===== config.mk =====
export PLATFORM = sky130hd
export DESIGN_NAME = lsb_top
export DESIGN_NICKNAME = d
export VERILOG_FILES = /design/src/lsb_pkg.sv /design/src/lsb_slot_if.sv /design/src/lsb_alloc.sv /design/src/lsb_mem_seq.sv /design/src/lsb_slot.sv /design/src/lsb_top.sv
export SDC_FILE = /design/constraint.sdc
export NUM_CORES = 2
export LEC_CHECK = 0
export BUFFER_PORTS_ARGS = -buffer_cell sky130_fd_sc_hd__buf_2
export CORE_ASPECT_RATIO = 0.75
export CORE_MARGIN = 4
export CORE_UTILIZATION = 40
export CTS_CLUSTER_DIAMETER = 150
export CTS_CLUSTER_SIZE = 14
export DETAILED_ROUTE_END_ITERATION = 10
export GPL_ROUTABILITY_DRIVEN = 0
export SLEW_MARGIN = 20
export SYNTH_ARGS = -nofsm -noshare
export SYNTH_HDL_FRONTEND = slang
export SYNTH_HIERARCHICAL = 1
export SYNTH_SLANG_ARGS = --single-unit

===== constraint.sdc =====
create_clock -name clk_in -period 7.9 [get_ports clk_in]
set_input_delay 0.79 -clock clk_in [delete_from_list [all_inputs] [get_ports clk_in]]
set_output_delay 0.79 -clock clk_in [all_outputs]
set_load 0.03 [all_outputs]

===== src/lsb_pkg.sv =====
package lsb_pkg;

    localparam int LSB_DEPTH = 16;
    localparam int PTR_W     = 4;
    localparam int TAG_W     = 4;   // tag 0 = no dependency
    localparam int XLEN      = 32;
    localparam int IMM_W     = 32;  // sign-extended by decoder

    // low bits follow funct3, bit 3 marks a store
    typedef enum logic [3:0] {
        OP_LB  = 4'h0,
        OP_LH  = 4'h1,
        OP_LW  = 4'h2,
        OP_LBU = 4'h4,
        OP_LHU = 4'h5,
        OP_SB  = 4'h8,
        OP_SH  = 4'h9,
        OP_SW  = 4'ha
    } op_t;

    typedef enum logic [1:0] {
        SLOT_EMPTY  = 2'd0,
        SLOT_WAIT   = 2'd1,  // operand still pending
        SLOT_READY  = 2'd2,
        SLOT_COMMIT = 2'd3   // store released by rob
    } slot_state_t;

    typedef struct packed {
        op_t              op;
        logic [TAG_W-1:0] tag;
        logic [IMM_W-1:0] imm;
        logic [XLEN-1:0]  rs1_val;
        logic [TAG_W-1:0] rs1_tag;
        logic [XLEN-1:0]  rs2_val;
        logic [TAG_W-1:0] rs2_tag;
    } entry_t;

    function automatic logic is_store(op_t op);
        return op[3];
    endfunction

    function automatic logic [2:0] op_bytes(op_t op);
        case (op)
            OP_LB, OP_LBU, OP_SB: return 3'd1;
            OP_LH, OP_LHU, OP_SH: return 3'd2;
            default:              return 3'd4;
        endcase
    endfunction

endpackage


===== src/lsb_slot_if.sv =====
`timescale 1ns/1ps

interface lsb_slot_if;
    import lsb_pkg::*;

    logic        wr_en;      // dispatch write
    entry_t      wr_entry;
    slot_state_t state;
    entry_t      entry;
    logic        commit_en;  // rob released this store
    logic        free_en;    // head retired

    modport alloc (
        output wr_en,
        output wr_entry,
        input  state
    );

    modport slot (
        input  wr_en,
        input  wr_entry,
        input  commit_en,
        input  free_en,
        output state,
        output entry
    );

    modport seq (
        output commit_en,
        output free_en,
        input  state,
        input  entry
    );

endinterface


===== src/lsb_alloc.sv =====
`timescale 1ns/1ps

module lsb_alloc (
    input  logic                      clk_in,
    input  logic                      rst_in,
    input  logic                      disp_valid,
    input  lsb_pkg::op_t              disp_op,
    input  logic [lsb_pkg::TAG_W-1:0] disp_tag,
    input  logic [lsb_pkg::IMM_W-1:0] disp_imm,
    input  logic [lsb_pkg::XLEN-1:0]  disp_rs1_val,
    input  logic [lsb_pkg::TAG_W-1:0] disp_rs1_tag,
    input  logic [lsb_pkg::XLEN-1:0]  disp_rs2_val,
    input  logic [lsb_pkg::TAG_W-1:0] disp_rs2_tag,
    input  logic                      cdb_valid,
    input  logic [lsb_pkg::TAG_W-1:0] cdb_tag,
    input  logic [lsb_pkg::XLEN-1:0]  cdb_value,
    lsb_slot_if.alloc                 slots [lsb_pkg::LSB_DEPTH]
);
    import lsb_pkg::*;

    logic [PTR_W-1:0]     tail;
    logic                 rs1_hit;
    logic                 rs2_hit;
    entry_t               new_entry;
    logic [LSB_DEPTH-1:0] slot_empty;

    // broadcast in the dispatch cycle itself
    assign rs1_hit = cdb_valid && (disp_rs1_tag != '0) && (disp_rs1_tag == cdb_tag);
    assign rs2_hit = cdb_valid && (disp_rs2_tag != '0) && (disp_rs2_tag == cdb_tag);

    always_comb begin
        new_entry.op      = disp_op;
        new_entry.tag     = disp_tag;
        new_entry.imm     = disp_imm;
        new_entry.rs1_val = rs1_hit ? cdb_value : disp_rs1_val;
        new_entry.rs1_tag = rs1_hit ? '0 : disp_rs1_tag;
        new_entry.rs2_val = rs2_hit ? cdb_value : disp_rs2_val;
        new_entry.rs2_tag = rs2_hit ? '0 : disp_rs2_tag;
    end

    genvar i;
    generate
        for (i = 0; i < LSB_DEPTH; i++) begin : g_wr
            assign slots[i].wr_en    = disp_valid && (tail == PTR_W'(i));
            assign slots[i].wr_entry = new_entry;
            assign slot_empty[i]     = (slots[i].state == SLOT_EMPTY);
        end
    endgenerate

    always_ff @(posedge clk_in) begin
        if (rst_in) begin
            tail <= '0;
        end else if (disp_valid) begin
            tail <= tail + 1'b1;  // wraps at depth
        end
    end

    // credits must keep the dispatcher off occupied slots
    a_no_overflow: assert property (
        @(posedge clk_in) disable iff (rst_in)
        disp_valid |-> slot_empty[tail]
    ) else $error("dispatch into occupied slot %0d", tail);

endmodule


===== src/lsb_mem_seq.sv =====
`timescale 1ns/1ps

module lsb_mem_seq (
    input  logic                      clk_in,
    input  logic                      rst_in,
    input  logic                      store_commit,
    lsb_slot_if.seq                   slots [lsb_pkg::LSB_DEPTH],
    output logic                      mem_req,
    output logic                      mem_we,
    output logic [lsb_pkg::XLEN-1:0]  mem_addr,
    output logic [7:0]                mem_wdata,
    input  logic [7:0]                mem_rdata,
    output logic                      ld_valid,
    output logic [lsb_pkg::TAG_W-1:0] ld_tag,
    output logic [lsb_pkg::XLEN-1:0]  ld_value,
    output logic                      credit_ret
);
    import lsb_pkg::*;

    slot_state_t      state_v [LSB_DEPTH];
    entry_t           ent_v   [LSB_DEPTH];
    slot_state_t      head_state;
    entry_t           head_ent;

    logic [PTR_W-1:0] head;
    logic [PTR_W:0]   commit_cnt;  // committed stores from head on
    logic [PTR_W-1:0] commit_idx;

    logic             busy;
    logic             cur_store;
    op_t              cur_op;
    logic [TAG_W-1:0] cur_tag;
    logic [2:0]       req_left;    // requests after the current one
    logic [2:0]       pend_cnt;    // read bytes not yet back
    logic             rd_valid;    // mem_rdata carries a byte
    logic [1:0]       byte_idx;
    logic [XLEN-1:0]  collect;
    logic [XLEN-1:0]  asm_word;
    logic [XLEN-1:0]  wshift;      // store bytes still to write

    logic             start;
    logic             fin_load;
    logic             fin_store;
    logic             do_free;

    function automatic logic [XLEN-1:0] extend(op_t op, logic [XLEN-1:0] w);
        case (op)
            OP_LB:   return {{(XLEN-8){w[7]}}, w[7:0]};
            OP_LH:   return {{(XLEN-16){w[15]}}, w[15:0]};
            OP_LBU:  return {{(XLEN-8){1'b0}}, w[7:0]};
            OP_LHU:  return {{(XLEN-16){1'b0}}, w[15:0]};
            default: return w;
        endcase
    endfunction

    assign commit_idx = head + commit_cnt[PTR_W-1:0];

    genvar i;
    generate
        for (i = 0; i < LSB_DEPTH; i++) begin : g_port
            assign state_v[i]         = slots[i].state;
            assign ent_v[i]           = slots[i].entry;
            assign slots[i].commit_en = store_commit && (commit_idx == PTR_W'(i));
            assign slots[i].free_en   = do_free && (head == PTR_W'(i));
        end
    endgenerate

    assign head_state = state_v[head];
    assign head_ent   = ent_v[head];

    assign start = !busy && ((head_state == SLOT_READY && !is_store(head_ent.op))
                             || head_state == SLOT_COMMIT);
    assign fin_store = busy && cur_store && mem_req && (req_left == '0);
    assign fin_load  = rd_valid && (pend_cnt == 3'd1);
    assign do_free   = fin_load || fin_store;

    assign byte_idx = 2'(op_bytes(cur_op) - pend_cnt);

    always_comb begin
        asm_word = collect;
        asm_word[byte_idx*8 +: 8] = mem_rdata;  // little endian
    end

    always_ff @(posedge clk_in) begin
        if (rst_in) begin
            head       <= '0;
            commit_cnt <= '0;
            busy       <= 1'b0;
            mem_req    <= 1'b0;
            mem_we     <= 1'b0;
            rd_valid   <= 1'b0;
            req_left   <= '0;
            pend_cnt   <= '0;
            ld_valid   <= 1'b0;
            credit_ret <= 1'b0;
        end else begin
            ld_valid   <= 1'b0;
            credit_ret <= 1'b0;
            rd_valid   <= mem_req && !mem_we;
            commit_cnt <= commit_cnt + {{PTR_W{1'b0}}, store_commit}
                                     - {{PTR_W{1'b0}}, fin_store};
            if (start) begin
                busy     <= 1'b1;
                mem_req  <= 1'b1;
                mem_we   <= is_store(head_ent.op);
                req_left <= op_bytes(head_ent.op) - 3'd1;
                pend_cnt <= is_store(head_ent.op) ? 3'd0 : op_bytes(head_ent.op);
            end else if (mem_req) begin
                if (req_left != '0) begin
                    req_left <= req_left - 3'd1;
                end else begin
                    mem_req <= 1'b0;
                    mem_we  <= 1'b0;
                end
            end
            if (rd_valid) begin
                pend_cnt <= pend_cnt - 3'd1;
            end
            if (do_free) begin
                busy       <= 1'b0;
                head       <= head + 1'b1;
                credit_ret <= 1'b1;
                ld_valid   <= fin_load;
            end
        end
    end

    always_ff @(posedge clk_in) begin
        if (start) begin
            cur_store <= is_store(head_ent.op);
            cur_op    <= head_ent.op;
            cur_tag   <= head_ent.tag;
            mem_addr  <= head_ent.rs1_val + head_ent.imm;
            mem_wdata <= head_ent.rs2_val[7:0];
            wshift    <= head_ent.rs2_val >> 8;
        end else if (mem_req && req_left != '0) begin
            mem_addr  <= mem_addr + 1'b1;
            mem_wdata <= wshift[7:0];
            wshift    <= wshift >> 8;
        end
        if (rd_valid) begin
            collect <= asm_word;
        end
        if (fin_load) begin
            ld_tag   <= cur_tag;
            ld_value <= extend(cur_op, asm_word);
        end
    end

    a_commit_target: assert property (
        @(posedge clk_in) disable iff (rst_in)
        store_commit |-> (state_v[commit_idx] == SLOT_READY)
    ) else $error("store commit without an uncommitted store at %0d", commit_idx);

    // last byte cycle must be quiet on the bus
    a_no_req_at_finish: assert property (
        @(posedge clk_in) disable iff (rst_in)
        fin_load |-> !mem_req
    ) else $error("request issued while finishing a load");

endmodule


===== src/lsb_slot.sv =====
`timescale 1ns/1ps

module lsb_slot (
    input  logic                      clk_in,
    input  logic                      rst_in,
    input  logic                      cdb_valid,
    input  logic [lsb_pkg::TAG_W-1:0] cdb_tag,
    input  logic [lsb_pkg::XLEN-1:0]  cdb_value,
    lsb_slot_if.slot                  port
);
    import lsb_pkg::*;

    slot_state_t      state;
    entry_t           ent;
    logic             rs1_hit;
    logic             rs2_hit;
    logic [TAG_W-1:0] rs1_tag_nxt;
    logic [TAG_W-1:0] rs2_tag_nxt;

    assign port.state = state;
    assign port.entry = ent;

    assign rs1_hit = cdb_valid && (ent.rs1_tag != '0) && (ent.rs1_tag == cdb_tag);
    assign rs2_hit = cdb_valid && (ent.rs2_tag != '0) && (ent.rs2_tag == cdb_tag);

    assign rs1_tag_nxt = rs1_hit ? '0 : ent.rs1_tag;
    assign rs2_tag_nxt = rs2_hit ? '0 : ent.rs2_tag;

    always_ff @(posedge clk_in) begin
        if (rst_in) begin
            state <= SLOT_EMPTY;
        end else if (port.free_en) begin
            state <= SLOT_EMPTY;
        end else if (port.wr_en) begin
            if (port.wr_entry.rs1_tag == '0 && port.wr_entry.rs2_tag == '0) begin
                state <= SLOT_READY;
            end else begin
                state <= SLOT_WAIT;
            end
        end else begin
            case (state)
                SLOT_WAIT: begin
                    if (rs1_tag_nxt == '0 && rs2_tag_nxt == '0) begin
                        state <= SLOT_READY;  // last operand arrived
                    end
                end
                SLOT_READY: begin
                    if (port.commit_en) begin
                        state <= SLOT_COMMIT;
                    end
                end
                default: ;
            endcase
        end
    end

    // operand capture
    always_ff @(posedge clk_in) begin
        if (port.wr_en) begin
            ent <= port.wr_entry;
        end else if (state == SLOT_WAIT) begin
            if (rs1_hit) begin
                ent.rs1_val <= cdb_value;
                ent.rs1_tag <= '0;
            end
            if (rs2_hit) begin
                ent.rs2_val <= cdb_value;
                ent.rs2_tag <= '0;
            end
        end
    end

    a_commit_store: assert property (
        @(posedge clk_in) disable iff (rst_in)
        port.commit_en |-> is_store(ent.op)
    ) else $error("store commit hit a load");

    a_free_live: assert property (
        @(posedge clk_in) disable iff (rst_in)
        port.free_en |-> (state != SLOT_EMPTY)
    ) else $error("free of an empty slot");

endmodule


===== src/lsb_top.sv =====
`timescale 1ns/1ps

module lsb_top (
    input  logic                      clk_in,
    input  logic                      rst_in,
    input  logic                      disp_valid,
    input  lsb_pkg::op_t              disp_op,
    input  logic [lsb_pkg::TAG_W-1:0] disp_tag,
    input  logic [lsb_pkg::IMM_W-1:0] disp_imm,
    input  logic [lsb_pkg::XLEN-1:0]  disp_rs1_val,
    input  logic [lsb_pkg::TAG_W-1:0] disp_rs1_tag,
    input  logic [lsb_pkg::XLEN-1:0]  disp_rs2_val,
    input  logic [lsb_pkg::TAG_W-1:0] disp_rs2_tag,
    input  logic                      cdb_valid,
    input  logic [lsb_pkg::TAG_W-1:0] cdb_tag,
    input  logic [lsb_pkg::XLEN-1:0]  cdb_value,
    input  logic                      store_commit,
    output logic                      mem_req,
    output logic                      mem_we,
    output logic [lsb_pkg::XLEN-1:0]  mem_addr,
    output logic [7:0]                mem_wdata,
    input  logic [7:0]                mem_rdata,
    output logic                      ld_valid,
    output logic [lsb_pkg::TAG_W-1:0] ld_tag,
    output logic [lsb_pkg::XLEN-1:0]  ld_value,
    output logic                      credit_ret
);
    import lsb_pkg::*;

    lsb_slot_if slot_if [LSB_DEPTH] ();

    lsb_alloc u_alloc (
        .clk_in, .rst_in,
        .disp_valid, .disp_op, .disp_tag, .disp_imm,
        .disp_rs1_val, .disp_rs1_tag, .disp_rs2_val, .disp_rs2_tag,
        .cdb_valid, .cdb_tag, .cdb_value,
        .slots (slot_if)
    );

    genvar i;
    generate
        for (i = 0; i < LSB_DEPTH; i++) begin : g_slot
            lsb_slot u_slot (
                .clk_in, .rst_in,
                .cdb_valid, .cdb_tag, .cdb_value,
                .port (slot_if[i])
            );
        end
    endgenerate

    lsb_mem_seq u_seq (
        .clk_in, .rst_in,
        .store_commit,
        .slots (slot_if),
        .mem_req, .mem_we, .mem_addr, .mem_wdata, .mem_rdata,
        .ld_valid, .ld_tag, .ld_value, .credit_ret
    );

endmodule

==> impl_metrics.env <==
export IMPL_die_w_um=601
export IMPL_dr_pass1_iters=6
export IMPL_finalClockSkew_ns=0.0579
export IMPL_final_common_cell="nand2_1"
export IMPL_yosys_area_top_type="edfxtp_1"
export IMPL_rr_worst_depth=12
export IMPL_r2r_setup_slack_ns=1.92
export IMPL_rows=162
export IMPL_wl_mm=330
export IMPL_path_class="reg2reg"
export IMPL_syn_area_um2=105000
export IMPL_regArea_um2=59200
export IMPL_cts_buffer_depth=4
export IMPL_dieArea_um2=272000
export IMPL_max_stage_delay_ns=1.08
export IMPL_worstSkewPairLatency_ns=0.85
export IMPL_fin_crit_ns=5.98
export IMPL_grt_pass1_vias=60100
export IMPL_drcViolationCount=0
export IMPL_synth_cell_types=76
export IMPL_path_clk_slew_ns=0.06
export IMPL_syn2layout_area_growth_pct=-2.55
export IMPL_hold_violations=0
export IMPL_layout_cells_non_filler=10700
export IMPL_htree_levels=4
export IMPL_vias=62600
export IMPL_start_kind="flip-flop"
export IMPL_holdPathStages=1
export IMPL_intPower_mw=16.1
export IMPL_synthTopCellsByArea="edfxtp_1 (55%), buf_4 (12%), mux4_2 (11%)"
export IMPL_vias_per_cell=5.85
export IMPL_fmax_ghz=0.167
export IMPL_clock_sinks=1988
export IMPL_yosysWarnings=6
export IMPL_comb_power_share_pct=7.8
export IMPL_grt_ovfl_total=0
export IMPL_clkPwrFrac_pct=36.3
export IMPL_synth_area_per_cell_um2=12.1
export IMPL_p_sw_mw=4.98
export IMPL_seqPwrFrac_pct=55.9
export IMPL_cts_root_buf="clkbuf_16"
export IMPL_crit_arrival_ns=6.54
export IMPL_track_usage_pct=23.6
export IMPL_crit_slowest_cell="dfxtp_4"
export IMPL_die_h_um=453
export IMPL_io_buffers=240
export IMPL_cts_hold_buf=0
export IMPL_p_leak_nw=34.8
export IMPL_startpoint="u_seq/head[0]"
export IMPL_path_delay_family="compound AO/OA/AOI/OAI gates"
export IMPL_tightest_slew_ns=1.24
export IMPL_crit_fanout=72
export IMPL_worstHoldStart="disp_tag[0]"
export IMPL_ios=241
export IMPL_crit_chain="buf_12 > mux4_2 > mux4_2 > ha_1 > a21oi_1 > o211ai_1 > a221o_1 > a31oi_1 > nand2_1 > a311oi_1 > o31ai_1 > a31o_2"
export IMPL_cellPowerDensity_nw_per_um2=205
export IMPL_worstReg2RegEnd="u_seq/mem_addr[30]"
export IMPL_antenna_found_initial=44
export IMPL_cap_violations=0
export IMPL_hold_ws_ns=0.321
export IMPL_cts_tree="done"
export IMPL_tns_ns=0
export IMPL_synthArstFlopShare_pct=0
export IMPL_drtIter0Drc=9441
export IMPL_start_util_pct=40.4
export IMPL_cp_data_required_time_ns=8.46
export IMPL_cp_end_kind="flip-flop"
export IMPL_grt_pass1_wl_mm=461
export IMPL_nets=7406
export IMPL_rsz0062_at_grt="no"
export IMPL_critical_path_buf_inv_count=1
export IMPL_coreArea_um2=261000
export IMPL_syn_nets=8919
export IMPL_drive_gt1_share_pct=17.6
export IMPL_setup_viol=0
export IMPL_fillers=24100
export IMPL_ir_worst_vdd_mv=0.151
export IMPL_cts_buffers_inserted=167
export IMPL_synth_ff_type="edfxtp_1"
export IMPL_wire_per_inst_um=30.8
export IMPL_dp_cells=10500
export IMPL_fin_crit_sh_pct=75.7
export IMPL_swShare_pct=23.6
export IMPL_hpwlAfterDp_mm=190
export IMPL_maxSlewViolCount=0
export IMPL_worstHoldEndpoint="g_slot[1].u_slot/port.entry[104]"
export IMPL_yosysSeqAreaShare_pct=56.1
export IMPL_post_route_util_pct=39.4
export IMPL_hp_class="in2reg"
export IMPL_reg2reg_from="u_seq/head[0]"
export IMPL_cts_setup_buffers=0
export IMPL_outcome="complete, no violations"
export IMPL_mostFrequentLayoutCells="nand2_1 (2749), edfxtp_1 (1932), mux4_2 (530)"
export IMPL_synth_top_area_share_pct=55.0
export IMPL_slew_headroom_pct=17.3
export IMPL_multi_input_area_um2=32100
export IMPL_syn_inst=8702
export IMPL_ys_ff_latch=1988
export IMPL_grt_max_degree=84
export IMPL_cpMostUsedCell="mux4_2"
export IMPL_ant_nets=0
export IMPL_synth_edf_count=1932
export IMPL_cts_resized=0
power by group through the flow:
stage          clock, mW  sequential (mW)  combinational, mW
2_1_floorplan          0             12.0               1.59
3_3_place_gp           0             12.0               1.58
3_5_place_dp           0             12.0               1.61
4_1_cts             7.76             11.8               1.61
5_1_grt             8.18             11.8               1.75
6_report            7.65             11.8               1.65
area by class of cell:
type                            count  share of cell area [%]
Antenna cell                       17                  0.0414
Multi-Input combinational cell   4572                    31.2
Sequential cell                  1988                    57.5
Timing Repair Buffer              373                    2.31
Clock inverter                      4                  0.0414
Inverter                           87                   0.320
Clock buffer                      224                    4.34
Tap cell                         3444                    4.19
layer usage:
metal | global-route usage, % | vias up | wire length [um] | share of wire [%]
met5 | 0 | - | 85 | 0.026
met2 | 35.9 | 4412 | 147000 | 45
li1 | - | 25900 | - | -
met4 | 10.7 | 16 | 17100 | 5.2
met1 | 31.9 | 31500 | 124000 | 37
met3 | 6.18 | 783 | 42200 | 13
state kept, by name, summed over array words and instances, names as in the netlist, 3 cells and up:
signal / flops
u_seq/req_left: 3
u_seq/cur_tag: 4
u_seq/head: 4
u_seq/ld_tag: 4
u_seq/collect: 32
g_slot.u_slot/port.state: 32
u_seq/pend_cnt: 3
u_seq/wshift: 24
u_seq/mem_addr: 32
u_seq/ld_value: 32
u_seq/commit_cnt: 4
g_slot.u_slot/port.entry: 1792
u_seq/mem_wdata: 8
u_alloc/tail: 4
u_seq/cur_op: 3
cells by family (layout without fill, tap and decap cells):
family | after synthesis | in the layout | synth area share (%)
AOI/OAI and AO/OA | 361 | 361 | 2.40
xor gates and xnor gates | 171 | 171 | 1.42
adders and majority gates | 56 | 56 | 0.686
buffers and inverters | 2142 | 688 | 13.8
DFF | 1988 | 1988 | 56.1
muxes | 640 | 640 | 12.5
other | 0 | 17 | 0
and+or+nand+nor | 3344 | 3344 | 13.1
worst max path at each step:
stage                     cells after the start                  to  slack, ns
after floorplan                              20  u_seq/mem_addr[20]       2.45
after CTS                                    12  u_seq/mem_addr[20]       2.07
after global routing                         12  u_seq/mem_addr[20]       1.73
after global placement                       12  u_seq/mem_addr[20]       2.04
after detailed placement                     11  u_seq/mem_addr[20]       2.08
final                                        12  u_seq/mem_addr[30]       1.92
synthesized netlist by cell type, types with 49 or more instances:
cell type / n
nand2_1: 2765
xnor2_1: 110
dfxtp_1: 56
edfxtp_1: 1932
mux4_2: 530
and2_1: 173
ha_1: 53
buf_4: 1726
a21oi_1: 68
nor3_1: 94
clkbuf_1: 271
o21ai_0: 91
inv_1: 70
buf_2: 49
mux2_2: 81
nor2_1: 102
xor2_1: 61
stage by stage:
| stage | power [mW] | cell area, um2 | setup slack, ns |
|---|---|---|---|
| after detailed placement | 13.6 | 98300 | 2.08 |
| after floorplan | 13.6 | 105000 | 2.45 |
| after CTS | 21.2 | 103000 | 2.07 |
| after global placement | 13.6 | 98300 | 2.04 |
| after global routing | 21.7 | 103000 | 1.73 |
| final | 21.1 | 103000 | 1.92 |
Note: power is estimated with default switching activity, not from simulation.
